==> src/source/mcu_pkg.sv <==
`default_nettype none

package mcu_pkg;

   //////////////////////////////////////////////////
   // core vector types

   typedef logic [7:0]  byte_t;
   typedef logic [8:0]  code_addr_t;
   typedef logic [15:0] dptr_t;
   typedef logic [2:0]  reg_idx_t;

   localparam int unsigned code_depth       = 512;      // bytes loaded after reset
   localparam code_addr_t  reset_pc         = 9'd0;
   localparam dptr_t       tx_port_addr     = 16'h0201; // movx write sends a byte
   localparam dptr_t       status_port_addr = 16'h0200; // movx read gives tx busy

   //////////////////////////////////////////////////
   // opcodes, full byte

   localparam byte_t op_ljmp        = 8'h02;
   localparam byte_t op_dec_a       = 8'h14;
   localparam byte_t op_add_a_imm   = 8'h24;
   localparam byte_t op_rlc         = 8'h33;
   localparam byte_t op_jc          = 8'h40;
   localparam byte_t op_jnc         = 8'h50;
   localparam byte_t op_jz          = 8'h60;
   localparam byte_t op_xrl_a_imm   = 8'h64;
   localparam byte_t op_mov_a_imm   = 8'h74;
   localparam byte_t op_sjmp        = 8'h80;
   localparam byte_t op_mov_dptr    = 8'h90;
   localparam byte_t op_subb_a_imm  = 8'h94;
   localparam byte_t op_clr_c       = 8'hc3;
   localparam byte_t op_movx_a_dptr = 8'he0;
   localparam byte_t op_clr_a       = 8'he4;
   localparam byte_t op_movx_dptr_a = 8'hf0;
   localparam byte_t op_cpl_a       = 8'hf4;

   // register forms, compared against opcode[7:3]
   localparam logic [4:0] op_inc_r     = 5'h01; // 08..0f
   localparam logic [4:0] op_dec_r     = 5'h03; // 18..1f
   localparam logic [4:0] op_add_a_r   = 5'h05; // 28..2f
   localparam logic [4:0] op_mov_r_imm = 5'h0f; // 78..7f
   localparam logic [4:0] op_subb_a_r  = 5'h13; // 98..9f
   localparam logic [4:0] op_mov_a_r   = 5'h1d; // e8..ef
   localparam logic [4:0] op_mov_r_a   = 5'h1f; // f8..ff

   typedef enum logic [2:0] {
      fetch,
      decode0,
      decode1,
      decode2,
      execute
   } seq_state_t;

endpackage

`default_nettype wire

==> src/source/uart_pkg.sv <==
`default_nettype none

package uart_pkg;

   localparam int unsigned sample_cycles = 104;  // clocks per bit

   typedef logic [$clog2(sample_cycles)-1:0] sample_cnt_t;

   typedef enum logic [1:0] {
      rx_idle,
      rx_start,
      rx_data,
      rx_stop
   } rx_state_t;

   typedef enum logic [1:0] {
      tx_idle,
      tx_start,
      tx_send
   } tx_state_t;

endpackage

`default_nettype wire

==> src/source/uart_rx.sv <==
`timescale 1ns/1ps
`default_nettype none

module uart_rx (
   input  wire             i_clk,
   input  wire             i_nrst,
   input  wire             i_rx,
   output mcu_pkg::byte_t  o_byte,
   output logic            o_byte_valid
);
   import mcu_pkg::*;
   import uart_pkg::*;

   localparam sample_cnt_t half_cnt = sample_cnt_t'(sample_cycles / 2 - 1);
   localparam sample_cnt_t last_cnt = sample_cnt_t'(sample_cycles - 1);

   logic        rx_meta;
   logic        rx_s;
   rx_state_t   state;
   sample_cnt_t cnt;
   byte_t       shift;

   // two flop synchronizer, idles high
   always_ff @(posedge i_clk or negedge i_nrst) begin
      if (!i_nrst) begin
         rx_meta <= 1'b1;
         rx_s    <= 1'b1;
      end else begin
         rx_meta <= i_rx;
         rx_s    <= rx_meta;
      end
   end

   //////////////////////////////////////////////////
   // frame fsm

   always_ff @(posedge i_clk or negedge i_nrst) begin
      if (!i_nrst) begin
         state        <= rx_idle;
         cnt          <= '0;
         o_byte_valid <= 1'b0;
      end else begin
         o_byte_valid <= 1'b0;
         cnt          <= cnt + 1'b1;
         case (state)
            rx_idle: begin
               cnt <= '0;
               if (!rx_s) state <= rx_start;   // falling edge of start bit
            end
            rx_start: if (cnt == half_cnt) begin
               cnt   <= '0;
               // glitch shorter than half a bit goes back to idle
               state <= rx_s ? rx_idle : rx_data;
            end
            rx_data: if (cnt == last_cnt) begin
               cnt <= '0;
               if (shift[0]) state <= rx_stop;  // marker reached bit 0
            end
            rx_stop: if (cnt == last_cnt) begin
               o_byte_valid <= 1'b1;            // middle of stop bit
               state        <= rx_idle;
            end
            default: state <= rx_idle;
         endcase
      end
   end

   // lsb first, marker bit ends the word
   always_ff @(posedge i_clk) begin
      if (state == rx_start && cnt == half_cnt) begin
         shift <= 8'h80;
      end else if (state == rx_data && cnt == last_cnt) begin
         shift <= {rx_s, shift[7:1]};
      end
   end

   assign o_byte = shift;

endmodule

`default_nettype wire

==> src/source/code_store.sv <==
`timescale 1ns/1ps
`default_nettype none

module code_store (
   input  wire                 i_clk,
   input  wire                 i_nrst,
   input  wire mcu_pkg::byte_t i_wr_data,
   input  wire                 i_wr_valid,
   input  wire mcu_pkg::code_addr_t i_rd_addr,
   output mcu_pkg::byte_t      o_rd_data,
   output logic                o_load_done
);
   import mcu_pkg::*;

   byte_t      mem [code_depth];
   code_addr_t load_cnt;
   logic       wr_en;

   // bytes after the last one are ignored
   assign wr_en = i_wr_valid && !o_load_done;

   //////////////////////////////////////////////////
   // memory, one cycle read

   always_ff @(posedge i_clk) begin
      if (wr_en) mem[load_cnt] <= i_wr_data;
      o_rd_data <= mem[i_rd_addr];
   end

   //////////////////////////////////////////////////
   // loader

   always_ff @(posedge i_clk or negedge i_nrst) begin
      if (!i_nrst) begin
         load_cnt    <= '0;
         o_load_done <= 1'b0;
      end else if (wr_en) begin
         load_cnt <= load_cnt + 1'b1;
         // counter wraps on the last byte
         if (load_cnt == code_addr_t'(code_depth - 1)) o_load_done <= 1'b1;
      end
   end

endmodule

`default_nettype wire

==> src/source/cpu_sequencer.sv <==
`timescale 1ns/1ps
`default_nettype none

module cpu_sequencer (
   input  wire                  i_clk,
   input  wire                  i_nrst,
   input  wire                  i_load_done,
   input  wire mcu_pkg::byte_t  i_code_data,
   input  wire                  i_acc_zero,
   input  wire                  i_carry,
   output mcu_pkg::code_addr_t  o_code_addr,
   output mcu_pkg::byte_t       o_op,
   output mcu_pkg::byte_t       o_opnd1,
   output mcu_pkg::byte_t       o_opnd2,
   output logic                 o_execute
);
   import mcu_pkg::*;

   seq_state_t state;
   seq_state_t state_next;
   code_addr_t pc;
   code_addr_t pc_next;
   code_addr_t rel_target;
   byte_t      op_q;
   byte_t      opnd1_q;
   byte_t      opnd2_q;
   byte_t      cur_op;
   logic       len2;
   logic       len3;
   logic       pc_inc;
   logic       taken;

   // opcode is live on the code bus during decode0
   assign cur_op = (state == decode0) ? i_code_data : op_q;

   //////////////////////////////////////////////////
   // length class

   always_comb begin
      len2 = 1'b0;
      len3 = 1'b0;
      case (cur_op)
         op_mov_a_imm, op_add_a_imm, op_subb_a_imm, op_xrl_a_imm,
         op_sjmp, op_jc, op_jnc, op_jz: len2 = 1'b1;
         op_ljmp, op_mov_dptr:          len3 = 1'b1;
         default:                       len2 = (cur_op[7:3] == op_mov_r_imm);
      endcase
   end

   always_comb begin
      state_next = state;
      case (state)
         fetch:   if (i_load_done) state_next = decode0;
         decode0: state_next = (len2 || len3) ? decode1 : execute;
         decode1: state_next = len3 ? decode2 : execute;
         decode2: state_next = execute;
         execute: state_next = fetch;
         default: state_next = fetch;
      endcase
   end

   //////////////////////////////////////////////////
   // program counter

   // pc points past the instruction once decode is over
   assign pc_inc = (state == fetch && i_load_done) ||
                   (state == decode0 && (len2 || len3)) ||
                   (state == decode1 && len3);

   assign taken = (op_q == op_sjmp) ||
                  (op_q == op_jc  &&  i_carry) ||
                  (op_q == op_jnc && !i_carry) ||
                  (op_q == op_jz  &&  i_acc_zero);

   assign rel_target = pc + code_addr_t'({opnd1_q[7], opnd1_q});  // signed offset

   always_comb begin
      pc_next = pc;
      if (state == execute && op_q == op_ljmp) begin
         pc_next = code_addr_t'({opnd1_q, opnd2_q});
      end else if (state == execute && taken) begin
         pc_next = rel_target;
      end else if (pc_inc) begin
         pc_next = pc + 1'b1;
      end
   end

   always_ff @(posedge i_clk or negedge i_nrst) begin
      if (!i_nrst) begin
         state <= fetch;
         pc    <= reset_pc;
      end else begin
         state <= state_next;
         pc    <= pc_next;
      end
   end

   // instruction bytes
   always_ff @(posedge i_clk) begin
      if (state == decode0) op_q    <= i_code_data;
      if (state == decode1) opnd1_q <= i_code_data;  // imm, offset or high byte
      if (state == decode2) opnd2_q <= i_code_data;  // low byte
   end

   assign o_code_addr = pc;
   assign o_op        = op_q;
   assign o_opnd1     = opnd1_q;
   assign o_opnd2     = opnd2_q;
   assign o_execute   = (state == execute);

endmodule

`default_nettype wire

==> src/source/cpu_datapath.sv <==
`timescale 1ns/1ps
`default_nettype none

module cpu_datapath (
   input  wire                 i_clk,
   input  wire                 i_nrst,
   input  wire                 i_execute,
   input  wire mcu_pkg::byte_t i_op,
   input  wire mcu_pkg::byte_t i_opnd1,
   input  wire mcu_pkg::byte_t i_opnd2,
   input  wire                 i_tx_busy,
   output logic                o_acc_zero,
   output logic                o_carry,
   output logic                o_port_wr,
   output mcu_pkg::byte_t      o_port_data
);
   import mcu_pkg::*;

   byte_t      acc;
   byte_t      acc_next;
   logic       carry;
   logic       carry_next;
   dptr_t      dptr;
   dptr_t      dptr_next;
   byte_t      regs [8];
   reg_idx_t   r_idx;
   byte_t      r_sel;
   byte_t      r_next;
   logic       r_upd;
   logic [4:0] op5;
   logic       alu_sub;
   byte_t      alu_b;
   logic [8:0] alu_sum;
   byte_t      rd_data;

   assign op5   = i_op[7:3];
   assign r_idx = reg_idx_t'(i_op[2:0]);
   assign r_sel = regs[r_idx];

   //////////////////////////////////////////////////
   // add/subb, one carry chain

   // subb runs as acc + ~b + ~c, borrow is the inverted carry out
   assign alu_sub = (i_op == op_subb_a_imm) || (op5 == op_subb_a_r);
   assign alu_b   = (op5 == op_add_a_r || op5 == op_subb_a_r) ? r_sel : i_opnd1;
   assign alu_sum = {1'b0, acc} + {1'b0, alu_sub ? ~alu_b : alu_b} +
                    {8'd0, alu_sub & ~carry};

   // movx read, only the status port answers
   assign rd_data = (dptr == status_port_addr) ? {7'd0, i_tx_busy} : 8'h00;

   always_comb begin
      acc_next   = acc;
      carry_next = carry;
      dptr_next  = dptr;
      r_next     = r_sel;
      r_upd      = 1'b0;
      case (i_op)
         op_mov_a_imm:   acc_next = i_opnd1;
         op_add_a_imm, op_subb_a_imm: begin
            acc_next   = alu_sum[7:0];
            carry_next = alu_sum[8] ^ alu_sub;
         end
         op_xrl_a_imm:   acc_next = acc ^ i_opnd1;
         op_clr_a:       acc_next = 8'h00;
         op_cpl_a:       acc_next = ~acc;
         op_dec_a:       acc_next = acc - 8'd1;
         op_rlc: begin
            acc_next   = {acc[6:0], carry};  // through carry
            carry_next = acc[7];
         end
         op_clr_c:       carry_next = 1'b0;
         op_mov_dptr:    dptr_next  = {i_opnd1, i_opnd2};
         op_movx_a_dptr: acc_next   = rd_data;
         default: begin
            r_upd = (op5 == op_mov_r_imm) || (op5 == op_mov_r_a) ||
                    (op5 == op_inc_r) || (op5 == op_dec_r);
            case (op5)
               op_mov_r_imm: r_next   = i_opnd1;
               op_mov_r_a:   r_next   = acc;
               op_inc_r:     r_next   = r_sel + 8'd1;
               op_dec_r:     r_next   = r_sel - 8'd1;
               op_mov_a_r:   acc_next = r_sel;
               op_add_a_r, op_subb_a_r: begin
                  acc_next   = alu_sum[7:0];
                  carry_next = alu_sum[8] ^ alu_sub;
               end
               default: r_next = r_sel;  // nop and unknown opcodes
            endcase
         end
      endcase
   end

   //////////////////////////////////////////////////
   // state registers

   always_ff @(posedge i_clk or negedge i_nrst) begin
      if (!i_nrst) begin
         acc   <= '0;
         carry <= 1'b0;
         dptr  <= '0;
      end else if (i_execute) begin
         acc   <= acc_next;
         carry <= carry_next;
         dptr  <= dptr_next;
      end
   end

   always_ff @(posedge i_clk) begin
      if (i_execute && r_upd) regs[r_idx] <= r_next;
   end

   assign o_acc_zero  = (acc == 8'h00);
   assign o_carry     = carry;
   assign o_port_wr   = i_execute && (i_op == op_movx_dptr_a) && (dptr == tx_port_addr);
   assign o_port_data = acc;

endmodule

`default_nettype wire

==> src/source/uart_tx.sv <==
`timescale 1ns/1ps
`default_nettype none

module uart_tx (
   input  wire                 i_clk,
   input  wire                 i_nrst,
   input  wire                 i_wr,
   input  wire mcu_pkg::byte_t i_data,
   output logic                o_tx,
   output logic                o_busy
);
   import mcu_pkg::*;
   import uart_pkg::*;

   tx_state_t   state;
   sample_cnt_t cnt;
   logic [3:0]  bit_cnt;
   byte_t       shift;
   logic        bit_end;

   assign bit_end = (cnt == sample_cnt_t'(sample_cycles - 1));

   //////////////////////////////////////////////////
   // frame fsm

   always_ff @(posedge i_clk or negedge i_nrst) begin
      if (!i_nrst) begin
         state   <= tx_idle;
         cnt     <= '0;
         bit_cnt <= '0;
      end else begin
         if (state == tx_idle || bit_end) cnt <= '0;
         else                             cnt <= cnt + 1'b1;
         case (state)
            tx_idle: begin
               bit_cnt <= '0;
               if (i_wr) state <= tx_start;  // writes while busy are lost
            end
            tx_start: if (bit_end) state <= tx_send;
            tx_send: if (bit_end) begin
               bit_cnt <= bit_cnt + 1'b1;
               // 8 data bits then the stop bit
               if (bit_cnt == 4'd8) state <= tx_idle;
            end
            default: state <= tx_idle;
         endcase
      end
   end

   // msb first, ones fill in behind for the stop bit
   always_ff @(posedge i_clk) begin
      if (state == tx_idle && i_wr) begin
         shift <= i_data;
      end else if (state == tx_send && bit_end) begin
         shift <= {shift[6:0], 1'b1};
      end
   end

   assign o_tx   = (state == tx_idle)  ? 1'b1 :
                   (state == tx_start) ? 1'b0 :
                                         shift[7];
   assign o_busy = (state != tx_idle);

endmodule

`default_nettype wire

==> src/source/mcu_top.sv <==
`timescale 1ns/1ps
`default_nettype none

module mcu_top (
   input  wire i_clk,
   input  wire i_nrst,
   input  wire i_uart_rx,
   output wire o_uart_tx
);
   import mcu_pkg::*;

   byte_t      rx_byte;
   logic       rx_valid;
   logic       load_done;
   code_addr_t code_addr;
   byte_t      code_data;
   byte_t      op;
   byte_t      opnd1;
   byte_t      opnd2;
   logic       exec_strobe;
   logic       acc_zero;
   logic       carry;
   logic       port_wr;
   byte_t      port_data;
   logic       tx_busy;

   //////////////////////////////////////////////////
   // program load path

   uart_rx u_uart_rx (
      .i_clk        (i_clk),
      .i_nrst       (i_nrst),
      .i_rx         (i_uart_rx),
      .o_byte       (rx_byte),
      .o_byte_valid (rx_valid)
   );

   code_store u_code_store (
      .i_clk       (i_clk),
      .i_nrst      (i_nrst),
      .i_wr_data   (rx_byte),
      .i_wr_valid  (rx_valid),
      .i_rd_addr   (code_addr),
      .o_rd_data   (code_data),
      .o_load_done (load_done)
   );

   //////////////////////////////////////////////////
   // core and output port

   cpu_sequencer u_cpu_sequencer (
      .i_clk       (i_clk),
      .i_nrst      (i_nrst),
      .i_load_done (load_done),
      .i_code_data (code_data),
      .i_acc_zero  (acc_zero),
      .i_carry     (carry),
      .o_code_addr (code_addr),
      .o_op        (op),
      .o_opnd1     (opnd1),
      .o_opnd2     (opnd2),
      .o_execute   (exec_strobe)
   );

   cpu_datapath u_cpu_datapath (
      .i_clk       (i_clk),
      .i_nrst      (i_nrst),
      .i_execute   (exec_strobe),
      .i_op        (op),
      .i_opnd1     (opnd1),
      .i_opnd2     (opnd2),
      .i_tx_busy   (tx_busy),
      .o_acc_zero  (acc_zero),
      .o_carry     (carry),
      .o_port_wr   (port_wr),
      .o_port_data (port_data)
   );

   uart_tx u_uart_tx (
      .i_clk  (i_clk),
      .i_nrst (i_nrst),
      .i_wr   (port_wr),
      .i_data (port_data),
      .o_tx   (o_uart_tx),
      .o_busy (tx_busy)
   );

endmodule

`default_nettype wire

==> config.mk <==
export PLATFORM = sky130hd
export DESIGN_NAME = mcu_top
export DESIGN_NICKNAME = d
export VERILOG_FILES = /design/src/source/mcu_pkg.sv /design/src/source/uart_pkg.sv /design/src/source/uart_rx.sv /design/src/source/code_store.sv /design/src/source/cpu_sequencer.sv /design/src/source/cpu_datapath.sv /design/src/source/uart_tx.sv /design/src/source/mcu_top.sv
export SDC_FILE = /design/constraint.sdc
export NUM_CORES = 2
export LEC_CHECK = 0
export BUFFER_PORTS_ARGS = -buffer_cell sky130_fd_sc_hd__buf_2
export CAP_MARGIN = 25
export CORE_MARGIN = 2
export CORE_UTILIZATION = 50
export CTS_CLUSTER_SIZE = 40
export DETAILED_ROUTE_END_ITERATION = 10
export PLACE_DENSITY = 0.65
export SETUP_SLACK_MARGIN = 0.05
export SKIP_LAST_GASP = 1
export SLEW_MARGIN = 10
export SYNTH_ARGS = -nofsm -noshare
export SYNTH_HDL_FRONTEND = slang
export SYNTH_MEMORY_MAX_BITS = 65536
export SYNTH_SLANG_ARGS = --single-unit
==> constraint.sdc <==
create_clock -name i_clk -period 21.3 [get_ports i_clk]
set_clock_uncertainty 0.1 [all_clocks]
set_input_delay 6.39 -clock i_clk [delete_from_list [all_inputs] [get_ports i_clk]]
set_output_delay 6.39 -clock i_clk [all_outputs]
set_load 0.1 [all_outputs]
==> impl_metrics.ini <==
[floorplanning]
die_h_um = 584
io_pins = 4
start_util = 0.503
rows = 212
die-area_um2 = 341000
die_w_um = 584
core-area_um2 = 334000

[worst_setup_path]
ff2ff_path_depth = 12
r2r-start = u_cpu_sequencer.o_code_addr[0]
crit_end = o_uart_tx
critPathKind = reg -> out
crit_path_end_kind = output pin
regToRegSetupSlack_ps = 13970
r2r-end = u_code_store.o_rd_data[4]
cp-start-kind = flop
worstPathMaxFanout = 10
critPathArrivalTime_ps = 2410
startpoint = u_uart_tx.state[0]
cp.required_ps = 14810

[layout]
seq_area_um2 = 128000
multiInputGateArea_um2 = 37900
syn_to_final_growth_pct = 11.3
nNetsFinal = 8482
nFillCells = 24600
utilization = 0.560
final_layout_size_suffix_gt1_frac = 0.232

[detailed_routing]
drc = 0
post_drt_via_cell_ratio = 6.52
num_vias = 86000
drtIter0Drc = 12400
drt-wirelength-per-cell_um = 34.2
ant_nets = 0
wirelength_um = 451000
dr.pass1.iters = 6

[synthesis]
synth-main-ff-cell = edfxtp_1
yosysMostFrequentCell = edfxtp_1
yosys.area.top_type = edfxtp_1
syn_nets = 8318
async_flop_share = 0.0168
synth.area.top_cells = edfxtp_1, mux4_2, nor2_1
synth_area_um2 = 168000
yosysSeqAreaShare = 0.761
synth_edf_count = 4184
ys_warn_count = 0
synth_cell_types = 91
synthTopCellsByCount = edfxtp_1, mux4_2, nor2_1, clkbuf_1, mux2i_1
synth_seq_cells = 4280
avgSynthCellArea_um2 = 20.3
syn_inst = 8279
synth_top_area_share = 0.747

[sta]
fin_crit_ps = 8900
setup_viol = 0
drv_slew = 0
slew-limit-headroom = 0.0774
worst_pin_slew_ps = 1380
hold_viol = 0
post-route-period-util = 0.418
setup_ws_ps = 12400
rsz0062_at_grt = false
tns_ps = 0
timing.fmax_ghz = 0.112

[placement]
dp_hpwl_um = 272000
port_buffers = 3
finalWeightedCongestion = 0.856
post-place-ws_ps = 13370

[clocking]
path_clk_slew_ps = 60
cts_tree = built
worstSkewPairLatency_ps = 990
cts_root_buffer = clkbuf_16
postCtsSetupBuffers = 0
htreeDepth = 5
cts.path.max_buffers = 4
numCtsBuffers = 426
cts_sinks = 4280
cts_resized = 0
postCtsHoldBufs = 0

[run_status]
status = finished clean

[global_route]
grt_max_degree = 225
grt_remaining_overflow = 0
antenna_found_initial = 31
grt_pass1_wl_um = 639000
grt_pass1_vias = 85500
grtUsageTotal = 0.263

[worst_hold_path]
hold_path.class = reg -> reg

[power_and_ir_drop]
ir_drop_mv = 0.0660
p_per_area_nw_per_um2 = 87.2
p_leak_uw = 0.0674
finalPower_uw = 16300

[job]
max_cap_viol_count = 0
[metrics by stage]
step	std cells	hold WS [ps]	area (um2)
floorplan	8279	245	168000
global placement	12400	285	173000
detailed placement	12400	279	174000
CTS	13200	293	187000
global route	13200	298	187000
finish	13200	299	187000
[worst max-delay path, cell delays in order, from the launching register on]
cell and delay (ps):
dfrtp_1 480, nor2_1 430, a21o_1 130, buf_2 420
[cells in the final DEF, fill, tap and decap left out, types with 11 or more instances in the layout]
cell type	instances
a2111oi_0	16
xnor2_1	21
dfxtp_1	16
buf_16	11
xor2_1	21
bufinv_16	27
mux4_2	1005
clkbuf_16	429
inv_1	32
ha_1	32
o22ai_1	91
a31oi_1	31
edfxtp_1	4184
nand4_1	17
buf_12	18
nor2b_1	25
buf_4	213
a211oi_1	16
nand2b_1	13
nor2_1	803
nor4_1	14
a21o_1	11
nand2_1	213
clkbuf_1	85
a21oi_1	128
a221oi_1	53
clkinv_1	112
dfrtp_1	65
o221ai_1	86
nand3_1	53
mux2_2	113
o211ai_1	18
nor3_1	43
and2_1	15
mux2i_1	242
a22oi_1	46
o21ai_0	110
clkinv_2	85
[area by class of cell]
cell class                      instances  area share
Antenna cell                            8    0.000107
Clock buffer                          519      0.0594
Clock inverter                        259      0.0113
Inverter                               37    0.000796
Multi-Input combinational cell       3446       0.203
Sequential cell                      4280       0.684
Tap cell                             4387      0.0293
Timing Repair Buffer                  252      0.0125
[registers in the layout, summed over array words and instances (netlist names), 8 cells and up, named ones only]
signal	flops
u_code_store.load_cnt	9
u_code_store.mem	4096
u_code_store.o_rd_data	8
u_cpu_datapath.dptr	16
u_cpu_datapath.o_port_data	8
u_cpu_datapath.regs	64
u_cpu_sequencer.o_code_addr	9
u_cpu_sequencer.o_op	8
u_cpu_sequencer.o_opnd1	8
u_cpu_sequencer.o_opnd2	8
u_uart_rx.o_byte	8
u_uart_tx.shift	8
[kinds of logic (layout without fill, tap and decap cells)]
kind of cell	count (synthesis)	after routing	synth area share
fa+ha+maj	36	36	0.00286
compound gates	711	711	0.0293
flops	4280	4280	0.761
xor+xnor	42	42	0.00219
simple gates	1294	1294	0.0327
buf+inv	553	1067	0.0157
mux	1363	1363	0.157
other cells	0	8	0
[worst min path at each step]
stage	slack (ps)	depth (start not counted)	startpoint	to
2_1_floorplan	250	0	u_uart_rx.rx_meta	u_uart_rx.rx_s
5_1_grt	300	0	u_uart_rx.rx_meta	u_uart_rx.rx_s
3_5_place_dp	280	0	u_uart_rx.rx_meta	u_uart_rx.rx_s
6_report	300	0	u_uart_rx.rx_meta	u_uart_rx.rx_s
4_1_cts	290	0	u_uart_rx.rx_meta	u_uart_rx.rx_s
3_3_place_gp	280	0	u_uart_rx.rx_meta	u_uart_rx.rx_s
[where the power goes]
part           leakage (uW)  total (uW)  internal (uW)  switching, uW
sequential           0.0494        9100           9100          0.251
clock               0.00649        7210           4030           3180
combinational        0.0116        3.34          0.305           3.02
total                0.0674       16300          13100           3180
[per-layer routing]
layer | vias to the layer above | GRT usage | part of all wire | routed length [um]
met3 | 903 | 0.0591 | 0.11 | 47800
met5 | - | 0 | 0.00041 | 185
li1 | 34500 | - | - | -
met1 | 45800 | 0.366 | 0.38 | 172000
met4 | 20 | 0.105 | 0.045 | 20300
met2 | 4773 | 0.408 | 0.47 | 210000
(Power assumes the default switching activity.)
